--- src/logic/pif_defines.svh ---
/*
 * Shared width and encoding macros for the byte-wide parallel configuration interface
 */
`ifndef PIF_DEFINES_SVH
`define PIF_DEFINES_SVH

// Host byte lane width
`define PIF_BYTE_W     8

// Bytes per configuration data word
`define PIF_WORD_BYTES 4

// Register address field of a write FIFO entry
`define PIF_ADDR_W     8

// Burst address that never increments
`define PIF_HOLD_ADDR  8'hA0

// Address bit selecting a long command
`define PIF_LONG_BIT   7

`endif
--- src/logic/pif_ctrl_pkg.sv ---
/*
 * Control types for the parallel configuration interface
 * Write and read FSM state encodings, register strobe struct
 */
`default_nettype none

`include "pif_defines.svh"

package pif_ctrl_pkg;

  // Write command FSM
  typedef enum logic [2:0] {
    WR_IDLE, WR_ADDR, WR_SHORT, WR_B0, WR_B1, WR_B2, WR_B3, WR_NEXT
  } pif_wr_state_t;

  // Read serializer FSM
  typedef enum logic [2:0] {
    RD_IDLE, RD_B0, RD_B1, RD_B2, RD_B3
  } pif_rd_state_t;

  // Strobes from sequencer to frame registers
  typedef struct packed {
    logic                       addr_we;   // Load address from di
    logic                       addr_inc;  // Burst address step
    logic [`PIF_WORD_BYTES-1:0] byte_we;   // Per data byte load, byte 3 unused
  } pif_reg_ctl_t;

endpackage

`default_nettype wire

--- src/logic/pif_data_pkg.sv ---
/*
 * Data format types for the parallel configuration interface
 * Byte, word, address, write FIFO entry and host port structs
 */
`default_nettype none

`include "pif_defines.svh"

package pif_data_pkg;

  typedef logic [`PIF_BYTE_W-1:0]                 pif_byte_t;  // One host byte
  typedef logic [`PIF_BYTE_W*`PIF_WORD_BYTES-1:0] pif_word_t;  // Config data word
  typedef logic [`PIF_ADDR_W-1:0]                 pif_addr_t;  // Register address

  // Write FIFO entry, address on top of data
  typedef struct packed {
    pif_addr_t addr;
    pif_word_t data;
  } pif_wff_entry_t;

  // Host to block
  typedef struct packed {
    logic      vldi;  // Byte strobe
    pif_byte_t di;
  } pif_in_t;

  // Block to host
  typedef struct packed {
    logic      vldo;  // Read beat strobe
    pif_byte_t dout;
  } pif_out_t;

endpackage

`default_nettype wire

--- src/logic/pif_top.sv ---
/*
 * Parallel configuration interface top level
 * Enable decode, write sequencer, frame registers and read serializer
 */
`default_nettype none

module pif_top (
  input  logic                         fcb_sys_clk,
  input  logic                         fcb_sys_rst_n,
  input  logic                         fcb_sys_stm,       // Test mode
  input  logic                         fcb_pif_en,        // Interface enable
  input  pif_data_pkg::pif_in_t        pif_in,
  input  logic                         frwf_crf_empty,
  input  pif_data_pkg::pif_word_t      frwf_crf_rd_data,
  output pif_data_pkg::pif_out_t       pif_out,
  output logic                         fpif_frwf_pif_on,
  output logic                         fpif_frwf_wff_wr_en,
  output pif_data_pkg::pif_wff_entry_t fpif_frwf_wff_wr_data,
  output logic                         fpif_frwf_crf_rd_en
);

  logic                       pif_on;
  pif_ctrl_pkg::pif_reg_ctl_t reg_ctl;
  pif_data_pkg::pif_addr_t    cur_addr;

  // Only place the enable condition is decoded
  assign pif_on           = fcb_sys_stm & fcb_pif_en;
  assign fpif_frwf_pif_on = pif_on;

  pif_wr_sequencer u_wr_seq (
    .fcb_sys_clk  (fcb_sys_clk),
    .fcb_sys_rst_n(fcb_sys_rst_n),
    .pif_on       (pif_on),
    .pif_in       (pif_in),
    .cur_addr     (cur_addr),
    .reg_ctl      (reg_ctl),
    .wr_en        (fpif_frwf_wff_wr_en)
  );

  pif_frame_regs u_frame_regs (
    .fcb_sys_clk  (fcb_sys_clk),
    .fcb_sys_rst_n(fcb_sys_rst_n),
    .pif_on       (pif_on),
    .pif_in       (pif_in),
    .reg_ctl      (reg_ctl),
    .cur_addr     (cur_addr),
    .entry        (fpif_frwf_wff_wr_data)
  );

  pif_rd_serializer u_rd_ser (
    .fcb_sys_clk  (fcb_sys_clk),
    .fcb_sys_rst_n(fcb_sys_rst_n),
    .pif_on       (pif_on),
    .crf_empty    (frwf_crf_empty),
    .crf_data     (frwf_crf_rd_data),
    .pif_out      (pif_out),
    .rd_en        (fpif_frwf_crf_rd_en)
  );

endmodule

`default_nettype wire

--- src/logic/pif_rd_serializer.sv ---
/*
 * Read serializer
 * Splits config read FIFO words into four byte beats, pops on the last
 */
`default_nettype none

`include "pif_defines.svh"

module pif_rd_serializer (
  input  logic                    fcb_sys_clk,
  input  logic                    fcb_sys_rst_n,
  input  logic                    pif_on,
  input  logic                    crf_empty,  // Read FIFO empty flag
  input  pif_data_pkg::pif_word_t crf_data,   // Head word, first-word-fall-through
  output pif_data_pkg::pif_out_t  pif_out,
  output logic                    rd_en       // Pop with byte 3
);

  pif_ctrl_pkg::pif_rd_state_t           state_q;
  pif_ctrl_pkg::pif_rd_state_t           state_d;
  logic [$clog2(`PIF_WORD_BYTES)-1:0]    byte_sel;  // Lane shown on dout

  always_ff @(posedge fcb_sys_clk or negedge fcb_sys_rst_n) begin
    if (!fcb_sys_rst_n) begin
      state_q <= pif_ctrl_pkg::RD_IDLE;
    end else begin
      state_q <= state_d;
    end
  end

  always_comb begin
    state_d      = state_q;
    byte_sel     = '0;
    pif_out.vldo = 1'b0;
    rd_en        = 1'b0;

    if (!pif_on) begin
      state_d = pif_ctrl_pkg::RD_IDLE;
    end else begin
      unique case (state_q)
        pif_ctrl_pkg::RD_IDLE: state_d = pif_ctrl_pkg::RD_B0;
        pif_ctrl_pkg::RD_B0: begin
          if (!crf_empty) begin  // Start beat same cycle
            pif_out.vldo = 1'b1;
            state_d      = pif_ctrl_pkg::RD_B1;
          end
        end
        pif_ctrl_pkg::RD_B1: begin
          pif_out.vldo = 1'b1;
          byte_sel     = 2'd1;
          state_d      = pif_ctrl_pkg::RD_B2;
        end
        pif_ctrl_pkg::RD_B2: begin
          pif_out.vldo = 1'b1;
          byte_sel     = 2'd2;
          state_d      = pif_ctrl_pkg::RD_B3;
        end
        pif_ctrl_pkg::RD_B3: begin
          pif_out.vldo = 1'b1;
          byte_sel     = 2'd3;
          rd_en        = 1'b1;  // Word fully sent
          state_d      = pif_ctrl_pkg::RD_B0;
        end
        default: state_d = pif_ctrl_pkg::RD_IDLE;
      endcase
    end
  end

  // Byte mux, lane 0 first
  assign pif_out.dout = crf_data[byte_sel*`PIF_BYTE_W +: `PIF_BYTE_W];

endmodule

`default_nettype wire

--- src/logic/pif_frame_regs.sv ---
/*
 * Frame register bank
 * Address counter, data bytes 0 to 2 and write FIFO entry assembly
 */
`default_nettype none

`include "pif_defines.svh"

module pif_frame_regs (
  input  logic                         fcb_sys_clk,
  input  logic                         fcb_sys_rst_n,
  input  logic                         pif_on,
  input  pif_data_pkg::pif_in_t        pif_in,
  input  pif_ctrl_pkg::pif_reg_ctl_t   reg_ctl,
  output pif_data_pkg::pif_addr_t      cur_addr,  // To sequencer for hold compare
  output pif_data_pkg::pif_wff_entry_t entry
);

  pif_data_pkg::pif_addr_t                          addr_q;
  pif_data_pkg::pif_byte_t [`PIF_WORD_BYTES-2:0]    byte_q;  // Bytes 0..2 only

  // Address register
  always_ff @(posedge fcb_sys_clk or negedge fcb_sys_rst_n) begin
    if (!fcb_sys_rst_n) begin
      addr_q <= '0;
    end else if (pif_on) begin
      if (reg_ctl.addr_inc) begin
        addr_q <= addr_q + 1'b1;  // Burst step
      end else if (reg_ctl.addr_we) begin
        addr_q <= pif_in.di;
      end
    end
  end

  // Data byte registers, one strobe each
  always_ff @(posedge fcb_sys_clk or negedge fcb_sys_rst_n) begin
    if (!fcb_sys_rst_n) begin
      byte_q <= '0;
    end else if (pif_on) begin
      for (int i = 0; i < `PIF_WORD_BYTES - 1; i++) begin
        if (reg_ctl.byte_we[i]) begin
          byte_q[i] <= pif_in.di;
        end
      end
    end
  end

  assign cur_addr = addr_q;

  // Entry, byte 3 live from the host lane
  always_comb begin
    entry.addr = addr_q;
    entry.data = {pif_in.di, byte_q};  // First byte in lowest lane
  end

endmodule

`default_nettype wire

--- src/logic/pif_wr_sequencer.sv ---
/*
 * Write command FSM
 * Decodes short, long and burst commands, drives register strobes and wr_en
 */
`default_nettype none

`include "pif_defines.svh"

module pif_wr_sequencer (
  input  logic                       fcb_sys_clk,
  input  logic                       fcb_sys_rst_n,
  input  logic                       pif_on,    // Test mode and enable
  input  pif_data_pkg::pif_in_t      pif_in,
  input  pif_data_pkg::pif_addr_t    cur_addr,  // Registered address
  output pif_ctrl_pkg::pif_reg_ctl_t reg_ctl,
  output logic                       wr_en      // Write FIFO push
);

  pif_ctrl_pkg::pif_wr_state_t state_q;
  pif_ctrl_pkg::pif_wr_state_t state_d;

  always_ff @(posedge fcb_sys_clk or negedge fcb_sys_rst_n) begin
    if (!fcb_sys_rst_n) begin
      state_q <= pif_ctrl_pkg::WR_IDLE;
    end else begin
      state_q <= state_d;
    end
  end

  always_comb begin
    state_d = state_q;  // Hold by default, covers the wait states
    reg_ctl = '0;
    wr_en   = 1'b0;

    if (!pif_on) begin
      state_d = pif_ctrl_pkg::WR_IDLE;  // Interface off, abandon any command
    end else begin
      unique case (state_q)
        pif_ctrl_pkg::WR_IDLE: begin
          state_d = pif_ctrl_pkg::WR_ADDR;
        end
        pif_ctrl_pkg::WR_ADDR: begin
          if (pif_in.vldi) begin
            reg_ctl.addr_we = 1'b1;
            // Command kind from the live address byte
            if (pif_in.di[`PIF_LONG_BIT]) begin
              state_d = pif_ctrl_pkg::WR_B0;
            end else begin
              state_d = pif_ctrl_pkg::WR_SHORT;
            end
          end
        end
        pif_ctrl_pkg::WR_SHORT: begin
          wr_en   = 1'b1;  // Address only, data field don't care
          state_d = pif_ctrl_pkg::WR_ADDR;
        end
        pif_ctrl_pkg::WR_B0: begin
          if (pif_in.vldi) begin
            reg_ctl.byte_we[0] = 1'b1;
            state_d            = pif_ctrl_pkg::WR_B1;
          end
        end
        pif_ctrl_pkg::WR_B1: begin
          if (pif_in.vldi) begin
            reg_ctl.byte_we[1] = 1'b1;
            state_d            = pif_ctrl_pkg::WR_B2;
          end
        end
        pif_ctrl_pkg::WR_B2: begin
          if (pif_in.vldi) begin
            reg_ctl.byte_we[2] = 1'b1;
            state_d            = pif_ctrl_pkg::WR_B3;
          end
        end
        pif_ctrl_pkg::WR_B3: begin
          // Byte 3 goes straight into the entry
          if (pif_in.vldi) begin
            wr_en   = 1'b1;
            state_d = pif_ctrl_pkg::WR_NEXT;
          end
        end
        pif_ctrl_pkg::WR_NEXT: begin
          if (pif_in.vldi) begin
            // Next burst word, first byte already here
            reg_ctl.byte_we[0] = 1'b1;
            reg_ctl.addr_inc   = (cur_addr != `PIF_HOLD_ADDR);  // A0 stays put
            state_d            = pif_ctrl_pkg::WR_B1;
          end else begin
            state_d = pif_ctrl_pkg::WR_ADDR;  // Gap ends the burst
          end
        end
        default: begin
          state_d = pif_ctrl_pkg::WR_IDLE;
        end
      endcase
    end
  end

endmodule

`default_nettype wire

--- config.mk ---
export PLATFORM = sky130hd
export DESIGN_NAME = pif_top
export DESIGN_NICKNAME = d
export VERILOG_FILES = /design/src/logic/pif_ctrl_pkg.sv /design/src/logic/pif_data_pkg.sv /design/src/logic/pif_top.sv /design/src/logic/pif_rd_serializer.sv /design/src/logic/pif_frame_regs.sv /design/src/logic/pif_wr_sequencer.sv
export VERILOG_INCLUDE_DIRS = /design/src /design/src/logic
export SDC_FILE = /design/constraint.sdc
export NUM_CORES = 1
export LEC_CHECK = 0
export BUFFER_PORTS_ARGS = -buffer_cell sky130_fd_sc_hd__buf_4
export CORE_ASPECT_RATIO = 0.75
export CORE_MARGIN = 2
export CORE_UTILIZATION = 42
export CTS_CLUSTER_SIZE = 24
export DETAILED_ROUTE_END_ITERATION = 8
export PLACE_DENSITY = 0.81
export SLEW_MARGIN = 10
export SYNTH_ARGS = -nofsm -noshare
export SYNTH_HDL_FRONTEND = slang
export SYNTH_SLANG_ARGS = --single-unit
--- constraint.sdc ---
create_clock -name fcb_sys_clk -period 1.8 [get_ports fcb_sys_clk]
set_clock_uncertainty 0.2 [all_clocks]
set_input_delay 0.09 -clock fcb_sys_clk [delete_from_list [all_inputs] [get_ports fcb_sys_clk]]
set_output_delay 0.09 -clock fcb_sys_clk [all_outputs]
set_load 0.01 [all_outputs]
==> flow_metrics.py <==
metrics = {
    "cts": {
        "cts.sinks": 38,
        "clk_path_buf_depth": 2,
        "clk_latency_ps": 290,
        "tritoncts": "done",
        "cts.htree.levels": 2,
        "ctsRootBufferMaster": "clkbuf_8",
        "path_clk_slew_ps": 70,
        "numCtsBuffers": 5,
    },
    "synth": {
        "yosys.area.top_type": "dfrtp_1",
        "yosysSeqAreaShare": 0.449,
        "synth_top_family_by_area": "multiplexers",
        "synth_flop_cell": "dfrtp_1",
        "synth_xor_area_frac": 0.00827,
        "yosysMostFrequentCell": "dfrtp_1",
        "ys_ff_latch": 38,
        "async_reset_ff_frac": 1.00,
        "yosysWarnings": 0,
        "netlist_area_um2": 2120,
        "synth_edf_count": 0,
        "synth_compound_area_frac": 0.0803,
        "synth.area.mux_share": 0.246,
        "synthSimpleGateAreaFrac": 0.146,
        "synthAdderAreaFrac": 0.0118,
        "syn_inst": 178,
        "synth_area_per_cell_um2": 11.9,
        "ys_types": 36,
        "synth_commonest_cells": "38 x dfrtp_1, 25 x mux2_2, 12 x nand2_1, 11 x nand3_1, 9 x buf_4",
        "syn-num-nets": 226,
        "synth_top_area_share": 0.449,
        "synth.top_cells.by_area": "dfrtp_1 45%, mux2_2 13%, mux4_1 9.9%",
    },
    "critical_path": {
        "slowest_stage": "mux4_2",
        "cp_top_family": "multiplexers",
        "timing.critical_path.required_ps": 1510,
        "ff2ff_setup_slack_ps": 80,
        "end_kind": "output pin",
        "worst-path-buf-inv": 2,
        "crit_fanout": 8,
        "arrival_ps": 1980,
        "slowest_delay_ps": 510,
        "crit_type": "reg2out",
        "cp-start-kind": "register",
        "crit_chain": "nand2_2, or2_4, a21oi_4, buf_12, mux4_2, buf_6",
    },
    "routing": {
        "drt_pre_antenna_iters": 4,
        "drc": 0,
        "avgRoutedWirePerCell_um": 16.6,
        "vias": 1904,
        "drt_iter0_markers": 96,
        "vias_per_cell": 5.17,
        "finalWirelength_um": 6100,
        "antenna_left": 0,
    },
    "global_route": {
        "antenna_found_initial": 0,
        "grt_overflow": 0,
        "grt_pass1_vias": 1852,
        "grt_use_total": 0.214,
        "grt_first_pass_wirelength_um": 9190,
        "grt_max_degree": 39,
    },
    "timing": {
        "hold_viol": 0,
        "finalCritPeriodShare": 1.26,
        "rsz0062_at_grt": "yes",
        "tightest_slew_ps": 472,
        "relSlewSlack": 0.685,
        "period_minus_slack_ps": 2270,
        "report.final.slew_viol_count": 0,
        "setup_viol": 8,
        "fmax_mhz": 440,
        "setup_ws_ps": -471,
    },
    "outcome": {
        "violations": "setup timing",
        "status": "finished, violations left",
    },
    "pwr": {
        "p_total_uw": 2090,
        "vdd_drop_max_v": 0.000522,
        "power_density_nw_per_um2": 629,
        "p_leak_uw": 0.00161,
    },
    "die": {
        "die_h_um": 65.5,
        "num_io_pins": 98,
        "initial_core_util": 0.435,
        "core_area_um2": 4870,
        "fp.dieW_um": 86.0,
        "rows": 22,
        "die_area_um2": 5630,
    },
    "cells_and_area": {
        "syn_to_final_growth_pct": 56.6,
        "antennaDiodeCount": 0,
        "post-route-util": 0.681,
        "fin_nets": 355,
        "drive_gt1_frac": 0.594,
    },
    "min_path": {
        "hold_path_class": "in2reg",
    },
    "place": {
        "portBuffers": 97,
        "hpwl_um": 4410,
        "gp_congestion": 0.808,
    },
    "flow_run": {
        "max_cap_violations": 0,
    },
}
-- placed cells by master, fill, tap and decap left out, types with 2 or more instances in the layout --
cell type,Yosys,final
nand2_1,12,10
buf_12,0,4
buf_4,9,114
ha_1,2,2
mux2i_1,3,3
nor2_1,8,7
nand3_1,11,11
and3_1,5,4
dlygate4sd3_1,0,11
mux4_2,0,8
nor2b_1,3,3
buf_6,0,8
inv_1,7,7
dfrtp_2,0,2
nor2_2,2,3
a211oi_1,3,3
xnor2_1,2,2
o21ai_0,2,2
a21oi_1,6,6
dfrtp_1,38,36
a221o_1,2,2
o211ai_1,2,2
nor3_1,6,6
nor3_2,2,2
clkbuf_8,0,6
mux2_2,25,25
nand2_2,1,3
-- worst min-delay path, cell delays in order --
cell	delay, ps
buf_4	120
nor3_1	40
o21ai_0	160
a21oi_1	70
-- power by group --
group	leakage [uW]	internal [uW]	switching (uW)
logic	0.00106	292	221
registers	0.000507	906	55.4
clock network	0.0000472	308	303
-- sequential cells by signal, summed over array words and instances, names as in the netlist --
| signal | flops |
|---|---|
| u_frame_regs.entry | 24 |
| u_frame_regs.cur_addr | 8 |
| u_rd_ser.state_q | 3 |
| u_wr_seq.state_q | 3 |
-- final timing paths --
kind / from / endpoint / cells past startpoint
max: u_rd_ser.state_q[0] / pif_out[0] / 6
min: pif_in[8] / u_wr_seq.state_q[1] / 4
max reg2reg: u_wr_seq.state_q[1] / u_frame_regs.cur_addr[5] / 6
min reg2reg: u_frame_regs.entry[22] / u_frame_regs.entry[22] / 1
max in group asynchronous: fcb_sys_rst_n / u_wr_seq.state_q[1] / 2
min in group asynchronous: fcb_sys_rst_n / u_frame_regs.entry[18] / 2
-- cell type report --
type,count,area [um^2]
multi-input cells,118,1030
clock buffers,6,82.6
repair buffers,137,1140
inverters,7,26.3
flip-flops and latches,38,953
well taps,60,75.1
fillers,356,1550
clock inverters,2,12.5
-- routing by layer --
layer | vias to the layer above | global-route usage | part of all wire
li1 | 904 | - | -
met3 | 4 | 0.0327 | 0.028
met1 | 960 | 0.296 | 0.45
met4 | 0 | 0.0655 | 0.0082
met2 | 36 | 0.350 | 0.51
met5 | - | 0 | 0
-- cell families after synthesis --
group | Yosys count
simple gates | 56
flops | 38
mux | 36
compound gates | 22
buf+inv | 22
xor+xnor | 2
fa+ha+maj | 2
-- stage by stage --
step	setup slack, ps	instance area (um^2)	hold WS, ps	instances	setup TNS, ps
after global routing	-542	3320	93.1	368	-4320
after global placement	-112	3020	-116	343	-869
after detailed placement	-166	3020	-116	343	-1210
after floorplan	-106	2100	-406	178	-845
final	-471	3320	35.6	368	-3710
after CTS	-479	3270	8.32	364	-3740
-- what timing repair did --
action                                 4_1_cts  5_1_grt
pin swaps                                    1        4
endpoints found under the hold margin       73        0
setup endpoints to repair                    9       29
gates resized for setup                      9        4
hold buffers                                11        0
buffers inserted                             2        4
Note: power is estimated with default switching activity, not from simulation.
